## config.mk

```make
export PLATFORM = sky130hd
export DESIGN_NAME = rv32_csr_file
export DESIGN_NICKNAME = d
export VERILOG_FILES = /design/src/hdl/csr_addr_pkg.sv /design/src/hdl/csr_types_pkg.sv /design/src/hdl/csr_read_mux.sv /design/src/hdl/machine_trap_csrs.sv /design/src/hdl/csr_counters.sv /design/src/hdl/rv32_csr_file.sv
export SDC_FILE = /design/constraint.sdc
export NUM_CORES = 1
export LEC_CHECK = 0
export ABC_CLOCK_PERIOD_IN_PS = 2600
export BUFFER_PORTS_ARGS = -buffer_cell sky130_fd_sc_hd__buf_2
export CAP_MARGIN = 15
export CORE_MARGIN = 4
export CORE_UTILIZATION = 59
export DETAILED_ROUTE_END_ITERATION = 7
export GPL_TIMING_DRIVEN = 1
export PLACE_DENSITY = 0.81
export RECOVER_POWER = 50
export SLEW_MARGIN = 40
export SYNTH_ARGS = -nofsm -noshare
export SYNTH_HDL_FRONTEND = slang
export SYNTH_HIERARCHICAL = 1
export SYNTH_SLANG_ARGS = --single-unit
```

## constraint.sdc

```tcl
create_clock -name clk -period 2.6 [get_ports clk]
set_input_delay 0.52 -clock clk [delete_from_list [all_inputs] [get_ports clk]]
set_output_delay 0.52 -clock clk [all_outputs]
set_load 0.02 [all_outputs]
```

## src/hdl/csr_addr_pkg.sv

```systemverilog
package csr_addr_pkg;

    typedef logic [11:0] csr_addr_t;

    // Machine trap setup and handling.
    localparam csr_addr_t CSR_MSTATUS   = 12'h300;
    localparam csr_addr_t CSR_MISA      = 12'h301;
    localparam csr_addr_t CSR_MIE       = 12'h304;
    localparam csr_addr_t CSR_MTVEC     = 12'h305;
    localparam csr_addr_t CSR_MSCRATCH  = 12'h340;
    localparam csr_addr_t CSR_MEPC      = 12'h341;
    localparam csr_addr_t CSR_MCAUSE    = 12'h342;
    localparam csr_addr_t CSR_MTVAL     = 12'h343;

    // Machine counters.
    localparam csr_addr_t CSR_MCYCLE    = 12'hB00;
    localparam csr_addr_t CSR_MINSTRET  = 12'hB02;
    localparam csr_addr_t CSR_MCYCLEH   = 12'hB80;
    localparam csr_addr_t CSR_MINSTRETH = 12'hB82;

    // User read-only aliases.
    localparam csr_addr_t CSR_CYCLE     = 12'hC00;
    localparam csr_addr_t CSR_TIME      = 12'hC01;
    localparam csr_addr_t CSR_INSTRET   = 12'hC02;
    localparam csr_addr_t CSR_CYCLEH    = 12'hC80;
    localparam csr_addr_t CSR_TIMEH     = 12'hC81;
    localparam csr_addr_t CSR_INSTRETH  = 12'hC82;

    typedef enum logic [1:0] {
        CSR_OP_WRITE = 2'b00,
        CSR_OP_SET   = 2'b01,
        CSR_OP_CLEAR = 2'b10
    } csr_op_t;

    typedef enum logic {
        CSR_SRC_IMM = 1'b0,
        CSR_SRC_REG = 1'b1
    } csr_src_t;

    localparam logic [1:0] PRIV_MACHINE = 2'b11;

    // MXL = 1 for 32 bits, extension I only.
    localparam logic [31:0] MISA_RV32I = {
        2'b01,
        4'b0000,
        26'b00_0000_0000_0000_0001_0000_0000
    };

endpackage

```

## src/hdl/csr_types_pkg.sv

```systemverilog
package csr_types_pkg;

    import csr_addr_pkg::*;

    typedef logic [31:0] csr_word_t;
    typedef logic [63:0] counter_t;

    typedef struct packed {
        logic      write;
        csr_op_t   op;
        csr_src_t  src;
        csr_addr_t addr;
        csr_word_t rs1;
        csr_word_t imm;
    } csr_request_t;

    typedef struct packed {
        logic [18:0] rsvd_31_13;
        logic [1:0]  mpp;
        logic [2:0]  rsvd_10_8;
        logic        mpie;         // Bit 7.
        logic [2:0]  rsvd_6_4;
        logic        mie;          // Bit 3.
        logic [2:0]  rsvd_2_0;
    } mstatus_fields_t;

    typedef struct packed {
        logic [19:0] rsvd_31_12;
        logic        meie;
        logic [2:0]  rsvd_10_8;
        logic        mtie;
        logic [2:0]  rsvd_6_4;
        logic        msie;
        logic [2:0]  rsvd_2_0;
    } mie_fields_t;

    typedef struct packed {
        logic [29:0] base;
        logic        rsvd_1;
        logic        mode;         // 0 direct, 1 vectored.
    } mtvec_fields_t;

    typedef struct packed {
        logic        interrupt;
        logic [26:0] rsvd_30_4;
        logic [3:0]  code;
    } mcause_fields_t;

    // New CSR value, seen through the layout of the selected target.
    typedef union packed {
        csr_word_t       word;
        mstatus_fields_t mstatus;
        mie_fields_t     mie;
        mtvec_fields_t   mtvec;
        mcause_fields_t  mcause;
    } csr_write_word_u;

    typedef struct packed {
        logic mstatus;
        logic mie;
        logic mtvec;
        logic mscratch;
        logic mepc;
        logic mcause;
        logic mtval;
    } csr_write_sel_t;

    typedef struct packed {
        logic        mstatus_mpie;
        logic        mstatus_mie;
        logic        mie_meie;
        logic        mie_mtie;
        logic        mie_msie;
        logic [29:0] mtvec_base;
        logic        mtvec_mode;
        csr_word_t   mscratch;
        logic [29:0] mepc;         // Always word aligned.
        logic        mcause_interrupt;
        logic [3:0]  mcause_code;
        csr_word_t   mtval;
    } trap_state_t;

endpackage

```

## src/hdl/csr_read_mux.sv

```systemverilog
`timescale 1ns/1ps

module csr_read_mux
    import csr_addr_pkg::*, csr_types_pkg::*;
#(
    parameter int          COUNTER_WIDTH = 64,
    parameter logic [31:0] MISA_VALUE    = MISA_RV32I
) (
    input  csr_addr_t      addr,
    input  trap_state_t    state,
    input  counter_t       cycle_count,
    input  counter_t       instret_count,
    output csr_word_t      read_value,
    output csr_write_sel_t write_sel
);

    mstatus_fields_t mstatus_rd;
    mie_fields_t     mie_rd;
    mtvec_fields_t   mtvec_rd;
    mcause_fields_t  mcause_rd;
    counter_t        cycle_val;
    counter_t        instret_val;

    // Only the implemented counter bits are visible.
    assign cycle_val   = counter_t'(cycle_count[COUNTER_WIDTH-1:0]);
    assign instret_val = counter_t'(instret_count[COUNTER_WIDTH-1:0]);

    always_comb begin
        mstatus_rd      = '0;
        mstatus_rd.mpp  = PRIV_MACHINE;  // Machine mode only.
        mstatus_rd.mpie = state.mstatus_mpie;
        mstatus_rd.mie  = state.mstatus_mie;

        mie_rd      = '0;
        mie_rd.meie = state.mie_meie;
        mie_rd.mtie = state.mie_mtie;
        mie_rd.msie = state.mie_msie;

        mtvec_rd      = '0;
        mtvec_rd.base = state.mtvec_base;
        mtvec_rd.mode = state.mtvec_mode;

        mcause_rd           = '0;
        mcause_rd.interrupt = state.mcause_interrupt;
        mcause_rd.code      = state.mcause_code;
    end

    always_comb begin
        read_value = '0;
        write_sel  = '0;
        case (addr)
            CSR_MSTATUS: begin
                read_value        = mstatus_rd;
                write_sel.mstatus = 1'b1;
            end
            CSR_MISA:     read_value = MISA_VALUE;
            CSR_MIE: begin
                read_value    = mie_rd;
                write_sel.mie = 1'b1;
            end
            CSR_MTVEC: begin
                read_value      = mtvec_rd;
                write_sel.mtvec = 1'b1;
            end
            CSR_MSCRATCH: begin
                read_value         = state.mscratch;
                write_sel.mscratch = 1'b1;
            end
            CSR_MEPC: begin
                read_value     = {state.mepc, 2'b00};
                write_sel.mepc = 1'b1;
            end
            CSR_MCAUSE: begin
                read_value       = mcause_rd;
                write_sel.mcause = 1'b1;
            end
            CSR_MTVAL: begin
                read_value      = state.mtval;
                write_sel.mtval = 1'b1;
            end
            CSR_MCYCLE, CSR_CYCLE, CSR_TIME:       read_value = cycle_val[31:0];
            CSR_MCYCLEH, CSR_CYCLEH, CSR_TIMEH:    read_value = cycle_val[63:32];
            CSR_MINSTRET, CSR_INSTRET:             read_value = instret_val[31:0];
            CSR_MINSTRETH, CSR_INSTRETH:           read_value = instret_val[63:32];
            default:      read_value = '0;      // mip, pmp, hpm, ids, unknown.
        endcase
    end

endmodule

```

## src/hdl/machine_trap_csrs.sv

```systemverilog
`timescale 1ns/1ps

module machine_trap_csrs
    import csr_addr_pkg::*, csr_types_pkg::*;
(
    input  logic           clk,
    input  logic           reset_,
    input  logic           stall,
    input  csr_request_t   req,
    input  csr_write_sel_t write_sel,
    input  csr_word_t      old_value,
    output trap_state_t    state
);

    csr_word_t       operand;
    csr_write_word_u new_value;
    logic            write_en;

    assign operand  = (req.src == CSR_SRC_REG) ? req.rs1 : req.imm;
    assign write_en = req.write && !stall;

    // Read-modify-write against the current read word.
    always_comb begin
        case (req.op)
            CSR_OP_WRITE: new_value.word = operand;
            CSR_OP_SET:   new_value.word = old_value | operand;
            CSR_OP_CLEAR: new_value.word = old_value & ~operand;
            default:      new_value.word = old_value;  // Unused op keeps value.
        endcase
    end

    always_ff @(posedge clk) begin
        if (!reset_) begin
            state <= '0;
        end else if (write_en) begin
            if (write_sel.mstatus) begin
                state.mstatus_mpie <= new_value.mstatus.mpie;
                state.mstatus_mie  <= new_value.mstatus.mie;
            end
            if (write_sel.mie) begin
                state.mie_meie <= new_value.mie.meie;
                state.mie_mtie <= new_value.mie.mtie;
                state.mie_msie <= new_value.mie.msie;
            end
            if (write_sel.mtvec) begin
                state.mtvec_base <= new_value.mtvec.base;
                state.mtvec_mode <= new_value.mtvec.mode;
            end
            if (write_sel.mscratch) begin
                state.mscratch <= new_value.word;
            end
            if (write_sel.mepc) begin
                state.mepc <= new_value.word[31:2];  // Low bits dropped.
            end
            if (write_sel.mcause) begin
                state.mcause_interrupt <= new_value.mcause.interrupt;
                state.mcause_code      <= new_value.mcause.code;
            end
            if (write_sel.mtval) begin
                state.mtval <= new_value.word;
            end
        end
    end

endmodule

```

## src/hdl/csr_counters.sv

```systemverilog
`timescale 1ns/1ps

module csr_counters
    import csr_types_pkg::*;
#(
    parameter int COUNTER_WIDTH = 64
) (
    input  logic     clk,
    input  logic     reset_,
    input  logic     instr_retired,
    output counter_t cycle_count,
    output counter_t instret_count
);

    logic [COUNTER_WIDTH-1:0] cycle_q;
    logic [COUNTER_WIDTH-1:0] instret_q;

    // Counting continues through stalls.
    always_ff @(posedge clk) begin
        if (!reset_) begin
            cycle_q   <= '0;
            instret_q <= '0;
        end else begin
            cycle_q <= cycle_q + COUNTER_WIDTH'(1);
            if (instr_retired) begin
                instret_q <= instret_q + COUNTER_WIDTH'(1);
            end
        end
    end

    // Zero extended to the full 64 bits.
    assign cycle_count   = counter_t'(cycle_q);
    assign instret_count = counter_t'(instret_q);

endmodule

```

## src/hdl/rv32_csr_file.sv

```systemverilog
`timescale 1ns/1ps

module rv32_csr_file
    import csr_addr_pkg::*, csr_types_pkg::*;
#(
    parameter int          COUNTER_WIDTH = 64,
    parameter logic [31:0] MISA_VALUE    = MISA_RV32I
) (
    input  logic         clk,
    input  logic         reset_,
    input  logic         stall,
    input  csr_request_t req,
    input  logic         instr_retired,
    output csr_word_t    read_value,
    output counter_t     cycle
);

    trap_state_t    state;
    csr_write_sel_t write_sel;
    counter_t       instret_count;

    csr_read_mux #(
        .COUNTER_WIDTH (COUNTER_WIDTH),
        .MISA_VALUE    (MISA_VALUE)
    ) read_mux (
        .addr          (req.addr),
        .state         (state),
        .cycle_count   (cycle),
        .instret_count (instret_count),
        .read_value    (read_value),
        .write_sel     (write_sel)
    );

    // Old value for set and clear is the current read word.
    machine_trap_csrs trap_csrs (
        .clk       (clk),
        .reset_    (reset_),
        .stall     (stall),
        .req       (req),
        .write_sel (write_sel),
        .old_value (read_value),
        .state     (state)
    );

    csr_counters #(
        .COUNTER_WIDTH (COUNTER_WIDTH)
    ) counters (
        .clk           (clk),
        .reset_        (reset_),
        .instr_retired (instr_retired),
        .cycle_count   (cycle),
        .instret_count (instret_count)
    );

endmodule

```

==> results.sh <==
export IMPL_yosys_top_cells_area="dfxtp_1, o21ai_0, a31oi_1"
export IMPL_synth_avg_cell_area_um2=8.84
export IMPL_grt_usage_pct=34.7
export IMPL_synth_net_count=1672
export IMPL_cp_max_fo=6
export IMPL_die_y_um=162
export IMPL_slew_headroom_pct=15.3
export IMPL_synth_top_area_share_pct=37.6
export IMPL_dp_slack_ns=-0.210
export IMPL_layout_nets=1929
export IMPL_root_buffer="clkbuf_16"
export IMPL_yosysMostFrequentCell="dfxtp_1"
export IMPL_yosys_area_top_type="dfxtp_1"
export IMPL_seq_power_share_pct=44.1
export IMPL_insertion_delay_ns=0.56
export IMPL_failed_checks="design-rule violations, negative setup slack"
export IMPL_antenna_found_initial=0
export IMPL_rsz0062_at_grt="yes"
export IMPL_drt_iter0_drc=2381
export IMPL_start_util_pct=59.9
export IMPL_place_congestion=0.983
export IMPL_p_comb_share_pct=6.3
export IMPL_io_pins=180
export IMPL_syn2layout_area_growth_pct=26.8
export IMPL_finalSetupViolCount=33
export IMPL_place_hpwl_um=32300
export IMPL_internal_power_mw=7.07
export IMPL_grt_pass1_vias=13500
export IMPL_die_w_um=162
export IMPL_wl_per_cell_um=23.3
export IMPL_netSwitchingFraction_pct=22.8
export IMPL_hold_class="input pin to register"
export IMPL_grt_pass1_wl_um=74600
export IMPL_yosys_top_cells_count="dfxtp_1, o21ai_0, nand2_1"
export IMPL_p_total_mw=9.16
export IMPL_postLayoutSetupSlackWorst_ns=-0.307
export IMPL_whs_ns=0.389
export IMPL_synthFlopType="dfxtp_1"
export IMPL_pwr_share_clk_pct=49.5
export IMPL_ys_warn_count=6
export IMPL_fmax_ghz=0.344
export IMPL_die_area_um2=26300
export IMPL_setup_tns_ns=-6.10
export IMPL_worst_pin_slew_ns=1.26
export IMPL_cts_sinks=263
export IMPL_start_kind="input pin"
export IMPL_antenna_cells=0
export IMPL_wl_um=50900
export IMPL_via_per_inst=6.94
export IMPL_drcViolationCount=31
export IMPL_p_switching_mw=2.09
export IMPL_ys_seq_area_share_pct=37.6
export IMPL_grt_overflow=0
export IMPL_syn_inst=1586
export IMPL_skew_ns=0.0147
export IMPL_status="finished with violations"
export IMPL_async_flop_share_pct=0
export IMPL_min_period_ns=2.91
export IMPL_num_rows=56
export IMPL_netlist_area_um2=14000
export IMPL_post_route_util_pct=76.0
export IMPL_synth_seq_cells=263
export IMPL_cts_buffer_depth=3
export IMPL_peakVddDrop_mv=0.446
export IMPL_ant_nets=0
export IMPL_leakage_nw=6.70
export IMPL_required_ns=2.08
export IMPL_synth_edff_count=0
export IMPL_first_pass_iters=8
export IMPL_critPathKind="input pin to primary output"
export IMPL_ys_types=72
export IMPL_cts_buffers_inserted=28
export IMPL_post_route_period_util_pct=112
export IMPL_htreeDepth=1
export IMPL_cts_hold_buf=0
export IMPL_drv_slew=0
export IMPL_crit_path_end_kind="primary output"
export IMPL_clkTransAtPathRegs_ns=0.06
export IMPL_grt_start_max_net_pins=142
export IMPL_maxCapViolCount=0
export IMPL_worst_ep_arrival_time_ns=2.39
export IMPL_r2r_setup_slack_ns=-0.06
export IMPL_route_vias_total=15100
export IMPL_coreArea_um2=23400
export IMPL_port_buffers=179
export IMPL_hold_viol=0
export IMPL_powerDensity_nw_per_um2=515
export IMPL_drive_gt1_share_pct=27.8
export IMPL_cts_tree="done"
[cell families after synthesis]
kind of cell / share of synthesized area (%)
XOR/XNOR: 3.87
AO/OA/AOI/OAI: 21.8
adder cells (fa/ha/maj): 0.178
AND/OR/NAND/NOR: 19.8
flip-flops: 37.6
multiplexers: 12.1
buffers and inverters: 4.64
[final timing paths]
check,start,end,cells after the start
max,req[64],read_value[10],8
min,instr_retired,counters/instret_count[29]$_SDFFE_PN0P_,4
max reg2reg,counters/cycle_count[5]$_SDFF_PN0_,counters/cycle_count[37]$_SDFF_PN0_,6
min reg2reg,counters/instret_count[63]$_SDFFE_PN0P_,counters/instret_count[63]$_SDFFE_PN0P_,2
[per-stage QoR]
stage          instances  instance area (µm²)
2_1_floorplan       1586                14000
3_3_place_gp        2094                16000
3_5_place_dp        2094                16000
4_1_cts             2168                17600
5_1_grt             2184                17800
6_report            2184                17800
[critical path, cell delays in order]
cell and delay [ns]:
buf_8 0.10, or4bb_4 0.55, a211oi_4 0.31, buf_6 0.17, buf_12 0.15, nand2_4 0.06, nand4_1 0.30, buf_4 0.22
[sequential cells by signal, summed over array words and instances (netlist names)]
name,count
counters/cycle_count,64
counters/instret_count,64
trap_csrs/state,135
[routing by layer]
layer / vias to the layer above / share of wire, % / track usage [%] / routed length, µm
li1: 6572 / - / - / -
met1: 7073 / 37 / 46.4 / 18900
met2: 1197 / 44 / 54.8 / 22400
met3: 305 / 13 / 6.95 / 6380
met4: 0 / 6.1 / 14.9 / 3120
met5: - / 0 / 0 / 0
[cells in the final DEF, fill, tap and decap left out, drive strengths merged, types with 7 or more instances in the layout]
cell / n
and3: 10
inv: 16
a22oi: 37
o21ai: 179
nor2: 82
or3: 45
dfxtp: 263
a222oi: 16
nor4: 23
and4: 12
nand3: 53
and3b: 7
o31ai: 17
a22o: 24
o211ai: 7
mux2i: 40
clkbuf: 99
xor2: 43
a21oi: 63
nand2: 139
buf: 277
or4: 19
a31oi: 135
nand4: 62
nor3: 15
mux2: 99
xnor2: 19
[power by group through the flow]
stage	logic [mW]	registers (mW)	clock network, mW
after floorplan	0.315	4.14	0
after global placement	0.530	4.14	0
after detailed placement	0.542	4.14	0
after CTS	0.552	4.05	4.51
after global routing	0.606	4.04	4.70
final	0.581	4.05	4.54
[layout make-up]
type	count	area [µm²]
inverter	17	65.1
tap	319	399
clock buffer	37	806
fill	1589	5630
timing repair buffer	339	2670
multi-input combinational	1194	8340
clock inverter	15	239
sequential	263	5270
[repair_timing]
item / 4_1_cts / 5_1_grt
setup endpoints to repair: 32 / 36
endpoints found under the hold margin: 0 / 0
pin swaps: 22 / 26
gates cloned: 4 / 2
gates resized for setup: 84 / 56
setup buffers: 18 / 19
(Power assumes the default switching activity.)
